`src/common/tileLineDma_defines.svh`:
```
//--------------------------------------------------------------------------
// size macros for the tile-map scanline fetcher
// included by the package and by any block that needs raw sizes
// map geometry, chip geometry, pixel width and credit depth live here
//--------------------------------------------------------------------------
`ifndef TLD_DEFINES_SVH
`define TLD_DEFINES_SVH

//--------------------------------------------------------------------------
// map geometry
//--------------------------------------------------------------------------
// tile columns per map row
`define TLD_COLS 16
// tile rows in the map
`define TLD_ROWS 8

//--------------------------------------------------------------------------
// chip geometry
//--------------------------------------------------------------------------
// chip edge, square chips
`define TLD_CHIP_SIZE 8
// chips held in the chip store
`define TLD_CHIP_NUM 8
// pixel color width, rgb565 style word
`define TLD_PIX_W 16

//--------------------------------------------------------------------------
// stream
//--------------------------------------------------------------------------
// credits at reset, also the ceiling of the counter
`define TLD_CREDIT_MAX 4
// pixels in one scanline, 128 with the sizes above
`define TLD_LINE_PIX (`TLD_COLS * `TLD_CHIP_SIZE)

`endif
```
`src/common/tileLineDma_pkg.sv`:
```
//--------------------------------------------------------------------------
// shared types of the scanline fetcher
// widths follow the size macros so address fields pack by concatenation
// pulled in by a wildcard import in each module header
//--------------------------------------------------------------------------
`default_nettype none

`include "tileLineDma_defines.svh"

package tileLineDma_pkg;

	// chip id, one entry of the map table
	typedef logic [$clog2(`TLD_CHIP_NUM)-1:0] chipId_t;

	// one pixel word
	typedef logic [`TLD_PIX_W-1:0] pixel_t;

	// map address, row in the upper bits, column in the lower bits
	typedef logic [$clog2(`TLD_ROWS * `TLD_COLS)-1:0] mapAddr_t;

	// chip store address
	// chip id, then line in chip, then pixel in chip
	typedef logic [$clog2(`TLD_CHIP_NUM * `TLD_CHIP_SIZE * `TLD_CHIP_SIZE)-1:0] chipAddr_t;

	// scanline number, 0 to 63
	typedef logic [$clog2(`TLD_ROWS * `TLD_CHIP_SIZE)-1:0] lineNum_t;

	// credit count, 0 to max inclusive
	typedef logic [$clog2(`TLD_CREDIT_MAX + 1)-1:0] credit_t;

	// fetcher states
	// IDLE   waiting for a line request
	// MAPRD  map address out for the current column
	// PIXEL  pixel launches of one tile
	// DRAIN  last pixel on its way out
	typedef enum logic [1:0]
	{
		IDLE,
		MAPRD,
		PIXEL,
		DRAIN
	} fetchState_t;

endpackage

`default_nettype wire

```
`src/hdl/mapTable.sv`:
```
//--------------------------------------------------------------------------
// map table, one chip id per tile position
// host writes the grid before a line, the fetcher reads it per column
// registered read, data one cycle after the address
//--------------------------------------------------------------------------
`timescale 1ns/1ns
`default_nettype none

`include "tileLineDma_defines.svh"

module mapTable
	import tileLineDma_pkg::*;
(
	input  wire logic     iCLK,
	// host write port
	input  wire logic     we,
	input  wire mapAddr_t wa,
	input  wire chipId_t  wd,
	// fetcher read port
	input  wire mapAddr_t ra,
	output chipId_t       rd
);

	//----------------------------------------------------------------------
	// storage
	//----------------------------------------------------------------------
	// rows times columns, 128 entries
	localparam int DEPTH = `TLD_ROWS * `TLD_COLS;

	// block ram, contents come only from the host
	chipId_t mem [0:DEPTH-1];

	//----------------------------------------------------------------------
	// write and read
	//----------------------------------------------------------------------
	// synchronous write
	always_ff @(posedge iCLK)
	begin
		if (we)
		begin
			mem[wa] <= wd;
		end
	end

	// registered read
	// old data on a same-address collision, new data one cycle later
	always_ff @(posedge iCLK)
	begin
		rd <= mem[ra];
	end

endmodule

`default_nettype wire

```
`config.mk`:
```
export PLATFORM = sky130hd
export DESIGN_NAME = mapTable
export DESIGN_NICKNAME = d
export VERILOG_FILES = /design/src/common/tileLineDma_pkg.sv /design/src/hdl/mapTable.sv
export VERILOG_INCLUDE_DIRS = /design/src /design/src/common
export SDC_FILE = /design/constraint.sdc
export NUM_CORES = 1
export LEC_CHECK = 0
export ABC_CLOCK_PERIOD_IN_PS = 3800
export BUFFER_PORTS_ARGS = -buffer_cell sky130_fd_sc_hd__buf_2
export CAP_MARGIN = 15
export CORE_ASPECT_RATIO = 0.75
export CORE_UTILIZATION = 53
export CTS_CLUSTER_DIAMETER = 150
export DETAILED_ROUTE_END_ITERATION = 8
export PLACE_DENSITY_LB_ADDON = 0.12
export SLEW_MARGIN = 20
export SYNTH_ARGS = -nofsm -noshare
export SYNTH_HDL_FRONTEND = slang
export SYNTH_SLANG_ARGS = --single-unit
```
`constraint.sdc`:
```
create_clock -name iCLK -period 3.8 [get_ports iCLK]
set_clock_uncertainty 0.05 [all_clocks]
set_input_delay 0.38 -clock iCLK [delete_from_list [all_inputs] [get_ports iCLK]]
set_output_delay 0.38 -clock iCLK [all_outputs]
set_load 0.02 [all_outputs]
```
==> impl_metrics.env <==
export IMPL_wl_met2_mm=15.37
export IMPL_insertion_delay_ns=0.54
export IMPL_synth_distinct_cells=17
export IMPL_met3_wirelength_mm=2.822
export IMPL_gp_congestion=0.8256
export IMPL_antenna_found_initial=1
export IMPL_power_leakage_nw=5.217
export IMPL_ys_warnings_count=0
export IMPL_cts_root_buf="clkbuf_16"
export IMPL_ir_drop_mv=0.3975
export IMPL_grt_pass1_vias=7605
export IMPL_cts_made_buffers=38
export IMPL_whs_ns=0.09435
export IMPL_ctsHtreeMaxLevel=2
export IMPL_grt_pass1_wl_mm=50.03
export IMPL_io_pins=22
export IMPL_grt_usage=0.2381
export IMPL_multiInputGateArea_um2=3568
export IMPL_placed_cells=1109
export IMPL_drc=0
export IMPL_final_cell_mix="edfxtp_1, mux4_2, nor2_1, clkbuf_16"
export IMPL_dr_first_iter_drc_count=893
export IMPL_die_x_um=198.5
export IMPL_post_route_min_period_ns=2.551
export IMPL_hold_viol_final=0
export IMPL_syn_nets=747
export IMPL_post_drt_wl_per_cell_um=28.07
export IMPL_period_share=0.6712
export IMPL_fin_nets=783
export IMPL_max_freq_ghz=0.3921
export IMPL_design_area_um2=17190
export IMPL_cts_buffer_depth=3
export IMPL_path_class="input pin to register"
export IMPL_initial_core_util=0.5435
export IMPL_cts_tree="built"
export IMPL_layout_drive_gt1_share=0.2743
export IMPL_p_per_area_nw_per_um2=520.7
export IMPL_drv_slew=0
export IMPL_port_buffers=21
export IMPL_rsz0062_at_grt="no"
export IMPL_syn_inst=728
export IMPL_ctsHoldBuffers=0
export IMPL_area_sequential_um2=11590
export IMPL_critical_path_endpoint_type="register"
export IMPL_wl_mm=33.02
export IMPL_cts_resized=0
export IMPL_worstMarginPinSlew_ns=1.016
export IMPL_synth_seq_area_share=0.7550
export IMPL_clkSinkCount=387
export IMPL_cp_arrival_ns=2.93
export IMPL_area_growth_pct=11.97
export IMPL_n_antenna_cell=0
export IMPL_fin_cells=1176
export IMPL_synth_seq_cells=387
export IMPL_crit_fanout=29
export IMPL_dpl_instance_area_um2=15950
export IMPL_via_count=7433
export IMPL_syn_area_um2=15350
export IMPL_first_pass_iters=5
export IMPL_dp_hpwl_mm=20.18
export IMPL_startpoint_type="input pin"
export IMPL_maxCapViolCount=0
export IMPL_postCtsSetupBuffers=0
export IMPL_wl_met1_mm=14.28
export IMPL_path_clk_slew_ns=0.06
export IMPL_min_path_type="input pin to register"
export IMPL_coreArea_um2=28250
export IMPL_syn_area_per_cell_um2=21.09
export IMPL_overflow=0
export IMPL_grt_max_degree=97
export IMPL_rows=53
export IMPL_finalSetupViolations=0
export IMPL_cp_required_ns=4.17
export IMPL_top_layer="met4"
export IMPL_tns_ns=0
export IMPL_fill_cells=2000
export IMPL_layout_setup_ws_ns=1.249
export IMPL_max_slew_margin=0.3210
export IMPL_viasPerCell=6.321
export IMPL_pre_cts_ws_ns=0.6768
export IMPL_dieArea_um2=29660
export IMPL_ant_nets=0
export IMPL_die_h_um=149.4
export IMPL_final_common_cell="edfxtp_1"
export IMPL_status="finished clean"
-- per-layer routing --
metal	track usage	vias to the layer above
met5	0	-
met4	0.06077	0
li1	-	3066
met2	0.3511	406
met3	0.05177	57
met1	0.3658	3904
-- cell families (layout without fill, tap and decap cells) --
family / count (synthesis) / after routing / share of synthesized area
muxes: 129 / 129 / 0.1870
DFF: 387 / 387 / 0.7550
buffers and inverters: 42 / 105 / 0.01263
and+or+nand+nor: 170 / 170 / 0.04539
-- flip-flops by register name, summed over array words and instances, names as in the netlist --
name,cells
rd,3
mem,384
-- critical path, cell delays in order --
cell and delay, ns:
buf_6 0.34, buf_12 0.25, mux4_2 0.56, mux4_2 0.53
mux4_2 0.54, mux2_2 0.29
-- cell usage after synthesis --
master      n  share of area
or3_1       1        0.00041
buf_4       2        0.00098
buf_6       3         0.0022
nand3_1    12         0.0039
nor2b_1     7         0.0029
nand2b_1    2        0.00081
buf_2       5         0.0016
buf_1       7         0.0017
mux2_2      3         0.0022
mux4_2    126           0.18
dfxtp_1     3         0.0039
nor3_1      9         0.0029
edfxtp_1  384           0.75
nand4_1     3         0.0012
nor2_1    122          0.030
clkbuf_1   25         0.0061
nand2_1    14         0.0034
-- worst paths after layout --
kind                          from       endpoint  slack [ns]  cells past startpoint
max                          ra[0]  rd[2]$_DFF_P_        1.25                      6
max reg2reg  mem[125][2]$_DFFE_PP_  rd[2]$_DFF_P_        1.39                      4
min reg2reg   mem[30][1]$_DFFE_PP_  rd[1]$_DFF_P_        1.08                      4
min                          ra[5]  rd[1]$_DFF_P_        0.09                      2
-- layout make-up --
class,instances,area share
flip-flops and latches,387,0.6742
multi-input cells,299,0.2076
clock buffers,53,0.06230
well taps,385,0.02802
repair buffers,38,0.01812
clock inverters,14,0.009753
-- power by group --
group | internal (mW) | switching, mW | total [mW]
Combinational | 0.188 | 0.268 | 0.455
Sequential | 4.71 | 0.00660 | 4.72
Clock | 2.24 | 1.54 | 3.78
-- metrics by stage --
step / utilization / power [mW]
finish: 0.6086 / 8.951
global route: 0.6086 / 9.186
CTS: 0.6086 / 8.998
detailed placement: 0.5647 / 5.271
global placement: 0.5647 / 5.262
floorplan: - / 5.075
Note: power is estimated with default switching activity, not from simulation.
