### src/common/tileLineDma_defines.svh
//--------------------------------------------------------------------------
// size macros for the tile-map scanline fetcher
// included by the package and by any block that needs raw sizes
// map geometry, chip geometry, pixel width and credit depth live here
//--------------------------------------------------------------------------
`ifndef TLD_DEFINES_SVH
`define TLD_DEFINES_SVH

//--------------------------------------------------------------------------
// map geometry
//--------------------------------------------------------------------------
// tile columns per map row
`define TLD_COLS 16
// tile rows in the map
`define TLD_ROWS 8

//--------------------------------------------------------------------------
// chip geometry
//--------------------------------------------------------------------------
// chip edge, square chips
`define TLD_CHIP_SIZE 8
// chips held in the chip store
`define TLD_CHIP_NUM 8
// pixel color width, rgb565 style word
`define TLD_PIX_W 16

//--------------------------------------------------------------------------
// stream
//--------------------------------------------------------------------------
// credits at reset, also the ceiling of the counter
`define TLD_CREDIT_MAX 4
// pixels in one scanline, 128 with the sizes above
`define TLD_LINE_PIX (`TLD_COLS * `TLD_CHIP_SIZE)

`endif
### src/common/tileLineDma_pkg.sv
//--------------------------------------------------------------------------
// shared types of the scanline fetcher
// widths follow the size macros so address fields pack by concatenation
// pulled in by a wildcard import in each module header
//--------------------------------------------------------------------------
`default_nettype none

`include "tileLineDma_defines.svh"

package tileLineDma_pkg;

	// chip id, one entry of the map table
	typedef logic [$clog2(`TLD_CHIP_NUM)-1:0] chipId_t;

	// one pixel word
	typedef logic [`TLD_PIX_W-1:0] pixel_t;

	// map address, row in the upper bits, column in the lower bits
	typedef logic [$clog2(`TLD_ROWS * `TLD_COLS)-1:0] mapAddr_t;

	// chip store address
	// chip id, then line in chip, then pixel in chip
	typedef logic [$clog2(`TLD_CHIP_NUM * `TLD_CHIP_SIZE * `TLD_CHIP_SIZE)-1:0] chipAddr_t;

	// scanline number, 0 to 63
	typedef logic [$clog2(`TLD_ROWS * `TLD_CHIP_SIZE)-1:0] lineNum_t;

	// credit count, 0 to max inclusive
	typedef logic [$clog2(`TLD_CREDIT_MAX + 1)-1:0] credit_t;

	// fetcher states
	// IDLE   waiting for a line request
	// MAPRD  map address out for the current column
	// PIXEL  pixel launches of one tile
	// DRAIN  last pixel on its way out
	typedef enum logic [1:0]
	{
		IDLE,
		MAPRD,
		PIXEL,
		DRAIN
	} fetchState_t;

endpackage

`default_nettype wire

### src/chipFetch/lineFetcher.sv
//--------------------------------------------------------------------------
// scanline sequencer of the tile fetcher
// takes a line request, walks the 16 tile columns, reads each chip id,
// then launches the eight pixel reads of that tile while credits last
// pixels leave one cycle after launch with a valid and a last flag
//--------------------------------------------------------------------------
`timescale 1ns/1ns
`default_nettype none

`include "tileLineDma_defines.svh"

module lineFetcher
	import tileLineDma_pkg::*;
(
	input  wire logic      iCLK,
	input  wire logic      rstN,
	// line request
	input  wire logic      lineReq,
	input  wire lineNum_t  lineNum,
	output logic           lineReady,
	// credit pulse from the line buffer
	input  wire logic      creditReturn,
	// map table read
	output mapAddr_t       mapRa,
	input  wire chipId_t   mapRd,
	// chip store read
	output chipAddr_t      chipRa,
	input  wire pixel_t    chipRd,
	// pixel stream
	output logic           pixValid,
	output pixel_t         pixData,
	output logic           pixLast
);

	//----------------------------------------------------------------------
	// field widths
	//----------------------------------------------------------------------
	// line in chip and pixel in chip share this width
	localparam int SUB_W = $clog2(`TLD_CHIP_SIZE);
	// tile column index
	localparam int COL_W = $clog2(`TLD_COLS);
	// width of the full line number
	localparam int LINE_W = $bits(lineNum_t);

	fetchState_t       state;
	// line under fetch, held for the whole line
	lineNum_t          lineR;
	// current tile column
	logic [COL_W-1:0]  colCnt;
	// pixel inside the current tile
	logic [SUB_W-1:0]  pixCnt;
	// credits left
	credit_t           credit;

	logic              accept;
	logic              launch;
	logic              lastPixOfTile;
	logic              lastTile;
	logic              lastLaunch;

	//----------------------------------------------------------------------
	// handshake and launch decode
	//----------------------------------------------------------------------
	// ready only while idle, drops the cycle after acceptance
	assign lineReady = (state == IDLE);
	assign accept    = lineReady && lineReq;

	// one pixel read per cycle in PIXEL, gated by credit
	assign launch        = (state == PIXEL) && (credit != '0);
	assign lastPixOfTile = (pixCnt == SUB_W'(`TLD_CHIP_SIZE - 1));
	assign lastTile      = (colCnt == COL_W'(`TLD_COLS - 1));
	// 128th pixel of the line
	assign lastLaunch    = launch && lastPixOfTile && lastTile;

	//----------------------------------------------------------------------
	// address forming
	//----------------------------------------------------------------------
	// map row from the upper line bits, column from the walker
	assign mapRa = {lineR[LINE_W-1:SUB_W], colCnt};

	// mapRa is steady through a tile, so mapRd holds the chip id
	// of the current column from the first PIXEL cycle on
	assign chipRa = {mapRd, lineR[SUB_W-1:0], pixCnt};

	// line number latch, payload only
	always_ff @(posedge iCLK)
	begin
		if (accept)
		begin
			lineR <= lineNum;
		end
	end

	//----------------------------------------------------------------------
	// sequencer
	//----------------------------------------------------------------------
	always_ff @(posedge iCLK or negedge rstN)
	begin
		if (!rstN)
		begin
			state  <= IDLE;
			colCnt <= '0;
			pixCnt <= '0;
		end
		else
		begin
			case (state)
				IDLE:
				begin
					if (accept)
					begin
						colCnt <= '0;
						pixCnt <= '0;
						state  <= MAPRD;
					end
				end
				// map address goes out this cycle
				MAPRD:
				begin
					state <= PIXEL;
				end
				// no credit, hold everything
				PIXEL:
				begin
					if (launch)
					begin
						pixCnt <= pixCnt + 1'b1;
						if (lastPixOfTile)
						begin
							colCnt <= colCnt + 1'b1;
							if (lastTile)
							begin
								state <= DRAIN;
							end
							else
							begin
								state <= MAPRD;
							end
						end
					end
				end
				// wait for the final pixel to be presented
				DRAIN:
				begin
					if (pixLast)
					begin
						state <= IDLE;
					end
				end
				default:
				begin
					state <= IDLE;
				end
			endcase
		end
	end

	//----------------------------------------------------------------------
	// credit counter
	//----------------------------------------------------------------------
	// launch and return in one cycle cancel out
	always_ff @(posedge iCLK or negedge rstN)
	begin
		if (!rstN)
		begin
			credit <= credit_t'(`TLD_CREDIT_MAX);
		end
		else
		begin
			case ({launch, creditReturn})
				2'b10:
				begin
					credit <= credit - 1'b1;
				end
				2'b01:
				begin
					credit <= credit + 1'b1;
				end
				default:
				begin
					credit <= credit;
				end
			endcase
		end
	end

	//----------------------------------------------------------------------
	// output stage
	//----------------------------------------------------------------------
	// flags delayed by one to match the chip store read
	always_ff @(posedge iCLK or negedge rstN)
	begin
		if (!rstN)
		begin
			pixValid <= 1'b0;
			pixLast  <= 1'b0;
		end
		else
		begin
			pixValid <= launch;
			pixLast  <= lastLaunch;
		end
	end

	// data straight from the ram output register
	assign pixData = chipRd;

endmodule

`default_nettype wire

### config.mk
export PLATFORM = sky130hd
export DESIGN_NAME = lineFetcher
export DESIGN_NICKNAME = d
export VERILOG_FILES = /design/src/common/tileLineDma_pkg.sv /design/src/chipFetch/lineFetcher.sv
export VERILOG_INCLUDE_DIRS = /design/src /design/src/common
export SDC_FILE = /design/constraint.sdc
export NUM_CORES = 1
export LEC_CHECK = 0
export BUFFER_PORTS_ARGS = -buffer_cell sky130_fd_sc_hd__buf_4
export CAP_MARGIN = 25
export CORE_ASPECT_RATIO = 1.1
export CORE_MARGIN = 2
export CORE_UTILIZATION = 45
export CTS_CLUSTER_SIZE = 40
export DETAILED_ROUTE_END_ITERATION = 7
export PLACE_DENSITY = 0.82
export SLEW_MARGIN = 30
export SYNTH_ARGS = -nofsm -noshare
export SYNTH_HDL_FRONTEND = slang
export SYNTH_SLANG_ARGS = --single-unit
### constraint.sdc
create_clock -name iCLK -period 5.6 [get_ports iCLK]
set_input_delay 0.28 -clock iCLK [delete_from_list [all_inputs] [get_ports iCLK]]
set_output_delay 0.28 -clock iCLK [all_outputs]
set_load 0.1 [all_outputs]
==> qor.yml, run 1 <==
cp_max_fo: 7
io_pins: 64
cts_resized: 0
post-route-min-period_ns: 2.13
yosys_register_bits: 20
hold-worst-slack_ns: 0.156
reg2reg_from: "credit[0]"
antenna_found_initial: 0
outcome: "complete, no violations"
fillers: 196
route.detailed.drc: 0
ys_seq_area_share_pct: 48.4
area_growth_pct: 12.8
syn-num-nets: 132
ant_nets: 0
die_area_um2: 2850
seq_area_um2: 532
worstHoldStart: "lineNum[4]"
die_w_um: 51.1
p_clk_share_pct: 12.7
cp-end-kind: "flip-flop"
p_leak_uw: 0.000576
cts_hold_buf: 1
slew_headroom_pct: 65.3
fin_crit_sh_pct: 38.1
cellPowerDensity_nw_per_um2: 737
antenna_cells: 0
synth_edf_count: 6
seq_power_share_pct: 30.7
grt_pass1_wl_um: 3390
switchingPower_uw: 480
viasPerCell: 5.08
track_usage_pct: 15.3
syn_area_um2: 1100
intPower_uw: 433
cts_setup_buffers: 0
critPathArrivalTime_ns: 2.36
ir_drop_mv: 0.354
layout_commonest_cell: "buf_4"
finalHoldViolCount: 0
port_buffers: 25
reg2regPathDepth: 7
total_power_uw: 913
yosysWarnings: 0
fin_skew_ns: 0.00193
max_freq_ghz: 0.469
reg2reg_slack_ns: 3.47
totalWireLength_um: 1880
postSynthCellCount: 98
start_kind: "flip-flop"
rsz0062_at_grt: "no"
cts.clk_slew.worst_paths_ns: 0.12
drive_above_1_share_pct: 33.3
overflow: 0
clockRootBuffer: "clkbuf_4"
maxCapViolCount: 0
clk_latency_ns: 0.29
worst-endpoint-required_ns: 5.83
cts_buffers: 3
cts.path.max_buffers: 2
hpwl_um: 1400
timing.final.max_slew_violations: 0
synth.area.top_cells: "dfrtp_1 (30%), edfxtp_1 (16%), buf_4 (13%), ha_1 (4.6%), inv_1 (2.7%)"
layout_common_cells: "buf_4 (25), dfrtp_1 (13), inv_1 (8), nand2_1 (6), edfxtp_1 (6)"
final_util_pct: 54.5
synth_top_cell_by_area: "dfrtp_1"
holdPathStages: 1
final.setup.tns_ns: 0
combPwrFrac_pct: 56.6
drt-initial-drc-count: 10
vias: 701
gp_congestion: 0.798
htree_levels: 1
ys_types: 34
core-area_um2: 2270
syn_avg_cell_area_um2: 11.2
sw_frac_of_total_pct: 52.6
worst-setup-path-type: "flip-flop to flip-flop"
async_reset_ff_share_pct: 70.0
avgRoutedWirePerCell_um: 13.6
multiInputGateArea_um2: 389
reg2reg_to: "credit[2]"
min_path_type: "primary input to flip-flop"
synth_ff_type: "dfrtp_1"
rows: 18
grt_max_degree: 16
final-setup-viol-count: 0
stdcell_area_um2: 1240
nets: 143
holdPathEnd: "lineR[4]"
tightestPinTransition_ns: 0.520
drt-pass1-iter-count: 4
cts_tree: "yes"
grt_pass1_vias: 711
synth_top_area_share_pct: 29.6
die_height_um: 55.8
clock_sinks: 20
dpl_cell_area_um2: 1180
initial_core_util_pct: 48.3
[stage by stage]
| stage | instances | setup slack, ns |
|---|---|---|
| 3_3_place_gp | 133 | 3.57 |
| 2_1_floorplan | 98 | 3.38 |
| 5_1_grt | 138 | 3.31 |
| 3_5_place_dp | 133 | 3.49 |
| 6_report | 138 | 3.47 |
| 4_1_cts | 138 | 3.45 |
[layer usage]
layer	routed length, µm	global-route usage, %	up-vias
met2	945	25.2	16
met5	0	0	-
met3	95	1.88	8
li1	-	-	341
met1	787	19.0	336
met4	53	8.88	0
[synth_stat cells (2+ instances only)]
| cell type | instances |
|---|---|
| buf_4 | 19 |
| dfrtp_1 | 13 |
| inv_1 | 8 |
| edfxtp_1 | 6 |
| nand2_1 | 6 |
| nand3_1 | 5 |
| o21ai_0 | 5 |
| ha_1 | 4 |
| or2b_1 | 3 |
| mux2i_1 | 2 |
| nor2_1 | 2 |
| or4_1 | 2 |
| xor2_1 | 2 |
[power by group through the flow]
stage | combinational, µW | sequential (µW) | clock [µW]
after floorplan | 272 | 483 | 0
after global placement | 506 | 277 | 0
after detailed placement | 519 | 281 | 0
after CTS | 522 | 280 | 118
after global routing | 560 | 291 | 123
final | 517 | 280 | 116
[how the worst max path moves through the flow]
stage	cells after the start	startpoint	to
2_1_floorplan	5	pixCnt[1]	colCnt[3]
3_3_place_gp	7	credit[0]	credit[2]
3_5_place_dp	7	credit[0]	credit[2]
4_1_cts	7	credit[0]	credit[2]
5_1_grt	7	credit[0]	credit[2]
6_report	7	credit[0]	credit[2]
[final cells by class]
| type | instances | area share (%) |
|---|---|---|
| repair buffers | 26 | 16.0 |
| clock inverters | 1 | 2.42 |
| flip-flops and latches | 20 | 42.9 |
| well taps | 30 | 3.03 |
| multi-input cells | 50 | 31.4 |
| inverters | 8 | 2.42 |
| clock buffers | 3 | 1.82 |
[sequential cells by signal, indices dropped and copies added (netlist names)]
register	cells
pixValid	1
lineR	6
pixLast	1
state	2
colCnt	4
credit	3
pixCnt	3
[cell families (layout without fill, tap and decap cells)]
family | Yosys count | in the layout | share of synthesized area (%)
xor gates and xnor gates | 3 | 3 | 2.39
muxes | 3 | 3 | 2.85
DFF | 20 | 20 | 48.4
and+or+nand+nor | 25 | 25 | 13.7
buffers and inverters | 28 | 38 | 16.2
adders and majority gates | 5 | 5 | 6.38
AOI/OAI and AO/OA | 14 | 14 | 10.1
[worst max-delay path: stages (launching register included)]
cell and delay, ns:
dfrtp_1 0.50, o31ai_4 0.47, ha_1 0.26, inv_1 0.06, fa_1 0.38, xor2_1 0.15, nor2_1 0.11, xor2_1 0.15
No activity file was read; power rests on OpenSTA's default activity.
==> run 2, diff against run 1 <==
--- a/config.mk
+++ b/config.mk
@@ -6,14 +6,15 @@
 export SDC_FILE = /design/constraint.sdc
 export NUM_CORES = 1
 export LEC_CHECK = 0
+export ABC_AREA = 1
 export BUFFER_PORTS_ARGS = -buffer_cell sky130_fd_sc_hd__buf_4
 export CAP_MARGIN = 25
 export CORE_ASPECT_RATIO = 1.1
 export CORE_MARGIN = 2
-export CORE_UTILIZATION = 45
+export CORE_UTILIZATION = 38
 export CTS_CLUSTER_SIZE = 40
 export DETAILED_ROUTE_END_ITERATION = 7
-export PLACE_DENSITY = 0.82
+export PLACE_DENSITY = 0.74
 export SLEW_MARGIN = 30
 export SYNTH_ARGS = -nofsm -noshare
 export SYNTH_HDL_FRONTEND = slang
==> constraint.sdc (replaced) <==
create_clock -name iCLK -period 1.85 [get_ports iCLK]
set_input_delay 0.0925 -clock iCLK [delete_from_list [all_inputs] [get_ports iCLK]]
set_output_delay 0.0925 -clock iCLK [all_outputs]
set_load 0.1 [all_outputs]
==> qor.yml, run 2 <==
rows: 20  # was 18
ys_types: 24  # was 34
reg2reg_to: "credit[1]"  # was credit[2]
ir_drop_mv: 1.10  # was 0.354 mV
reg2reg_from: "credit[2]"  # was credit[0]
maxCapViolCount: 0  # unchanged
hpwl_um: 1590  # was 1400 µm
synth_edf_count: 6  # unchanged
clockRootBuffer: "clkbuf_4"  # unchanged
place_ws_ns: 0.0285  # was 3.49 ns
overflow: 0  # unchanged
cp_max_fo: 3  # was 7
worst-endpoint-required_ns: 2.04  # was 5.83 ns
antenna_found_initial: 0  # unchanged
core-area_um2: 2730  # was 2270 µm²
synth_ff_type: "dfrtp_1"  # unchanged
gp_congestion: 0.880  # was 0.798
slew_headroom_pct: 68.2  # was 65.3%
timing.final.max_slew_violations: 0  # unchanged
clk_latency_ns: 0.29  # about the same
initial_core_util_pct: 39.7  # was 48.3%
tightestPinTransition_ns: 0.475  # was 0.520 ns
route.detailed.drc: 0  # unchanged
outcome: "complete, no violations"  # unchanged
top_register: "lineR"  # unchanged
io_pins: 64  # unchanged
die_area_um2: 3290  # was 2850 µm²
cp-end-kind: "flip-flop"  # unchanged
antenna_cells: 0  # unchanged
total_power_uw: 2320  # was 913 µW
grt_pass1_vias: 791  # was 711
cellPowerDensity_nw_per_um2: 1750  # was 737 nW/µm²
synth.area.top_cells: "dfrtp_1 (30%), edfxtp_1 (17%), buf_4 (13%), nand2_1 (6.6%), ha_1 (4.6%)"  # was dfrtp_1 (30%), edfxtp_1 (16%), buf_4 (13%), ha_1 (4.6%), inv_1 (2.7%)
fin_crit_sh_pct: 97.1  # was 38.1%
avgRoutedWirePerCell_um: 12.6  # was 13.6 µm
grt_max_degree: 15  # was 16
fillers: 259  # was 196
clock_sinks: 20  # unchanged
die_w_um: 54.9  # was 51.1 µm
reg2reg_slack_ns: 0.05  # was 3.47 ns
layout_common_cells: "buf_4 (29), nand2_1 (19), inv_1 (12), dfrtp_1 (10), dlygate4sd3_1 (7)"  # was buf_4 (25), dfrtp_1 (13), inv_1 (8), nand2_1 (6), edfxtp_1 (6)
async_reset_ff_share_pct: 70.0  # unchanged
area_growth_pct: 22.0  # was 12.8%
final-setup-viol-count: 0  # unchanged
critPathArrivalTime_ns: 1.98  # was 2.36 ns
syn_area_um2: 1080  # was 1100 µm²
totalWireLength_um: 2100  # was 1880 µm
finalHoldViolCount: 0  # unchanged
yosys_register_bits: 20  # unchanged
ys_seq_area_share_pct: 49.1  # was 48.4%
track_usage_pct: 13.7  # was 15.3%
syn-num-nets: 146  # was 132
reg_top3: "lineR (6), colCnt (4)"  # unchanged
grt_pass1_wl_um: 3310  # was 3390 µm
viasPerCell: 4.62  # was 5.08
syn_avg_cell_area_um2: 9.66  # was 11.2 µm²
cp-startpoint: "credit[2]"  # was credit[0]
postSynthCellCount: 112  # was 98
worst-setup-path-type: "flip-flop to flip-flop"  # unchanged
max_freq_ghz: 0.557  # was 0.469 GHz
layout_commonest_cell: "buf_4"  # unchanged
synth_commonest_cells: "buf_4 (19), nand2_1 (19), dfrtp_1 (13)"  # was buf_4 (19), dfrtp_1 (13), inv_1 (8)
cts.path.max_buffers: 2  # unchanged
cts_buffers: 3  # unchanged
nets: 168  # was 143
start_kind: "flip-flop"  # unchanged
p_leak_uw: 0.000621  # was 0.000576 µW
drive_above_1_share_pct: 35.3  # was 33.3%
die_height_um: 60.0  # was 55.8 µm
largest_register_ffs: 6  # unchanged
reg2regPathDepth: 8  # was 7
vias: 767  # was 701
drt-pass1-iter-count: 4  # unchanged
cts.clk_slew.worst_paths_ns: 0.11  # was 0.12 ns
ant_nets: 0  # unchanged
yosysWarnings: 0  # unchanged
fin_skew_ns: 0.000746  # was 0.00193 ns
drt-initial-drc-count: 6  # was 10
cts_tree: "yes"  # unchanged
htree_levels: 1  # unchanged
min_path_type: "primary input to async pin"  # was primary input to flip-flop
synth_top_area_share_pct: 30.1  # was 29.6%
worst_slack_ns: 0.0534  # was 3.47 ns
post-route-min-period_ns: 1.80  # was 2.13 ns
synth_top_cell_by_area: "dfrtp_1"  # unchanged
port_buffers: 25  # unchanged
[run 2: where the power goes]
| group | switching, µW | leakage, µW | internal (µW) | total, µW |
|---|---|---|---|---|
| clock | 128 | 0.0000154 | 78.4 | 206 |
| sequential | 100 | 0.000232 | 606 | 706 |
| combinational | 1010 | 0.000374 | 394 | 1400 |
| total | 1240 | 0.000621 | 1080 | 2320 |
[run 2: cells by family after synthesis]
kind of cell,count (synthesis),share of synthesized area [%]
buf+inv,32,17.7
simple gates,38,17.3
mux,1,0.925
compound gates,13,6.01
xor+xnor,3,2.43
fa+ha+maj,5,6.47
flops,20,49.1
[run 2: worst max-delay path by stage]
| stage | end | slack, ns | cells past startpoint |
|---|---|---|---|
| after floorplan | lineR[0] | 0.07 | 3 |
| after global placement | credit[2] | 0.16 | 9 |
| after detailed placement | credit[2] | 0.03 | 9 |
| after CTS | credit[2] | 0.008 | 9 |
| after global routing | credit[1] | -0.02 | 8 |
| final | credit[1] | 0.05 | 8 |
[run 2: final cells by class]
cell class / instances / area, µm² / share of cell area [%]
Sequential cell: 20 / 536 / 40.6
Inverter: 13 / 48.8 / 3.70
Multi-Input combinational cell: 60 / 380 / 28.8
Clock inverter: 1 / 3.75 / 0.284
Timing Repair Buffer: 36 / 288 / 21.8
Tap cell: 33 / 41.3 / 3.13
Clock buffer: 3 / 22.5 / 1.71
[run 2: per-layer routing]
layer / GRT usage, % / wire length [µm] / vias up
met5: 0 / 0 / -
met4: 5.00 / 27 / 0
met3: 3.50 / 194 / 8
met2: 22.8 / 1020 / 29
met1: 16.7 / 860 / 347
li1: - / - / 383
[run 2: metrics by stage]
stage               instance area, µm²  instances  TNS [ns]  utilization (%)  hold slack, ns
finish                            1320        166         0             48.4           0.174
global route                      1320        166   -0.0304             48.4           0.185
CTS                               1310        166         0             47.9           0.173
detailed placement                1210        155         0             44.4         -0.0427
global placement                  1210        155         0             44.4         -0.0471
floorplan                         1090        112         0                -          -0.203
[run 2: critical path, cell delays in order, from the launching register on]
cell	delay, ns
dfstp_2	0.58
nor2_4	0.04
nand2_1	0.10
nand2_2	0.06
ha_1	0.17
inv_1	0.12
fa_2	0.46
nor2_1	0.10
a21oi_1	0.05
[run 2: repair_timing]
| item | in CTS | in global routing |
|---|---|---|
| endpoints found under the hold margin | 20 | 0 |
| setup buffers | 0 | 0 |
| setup endpoints to repair | 0 | 2 |
| hold buffers | 7 | 0 |
| resized for setup | 0 | 5 |
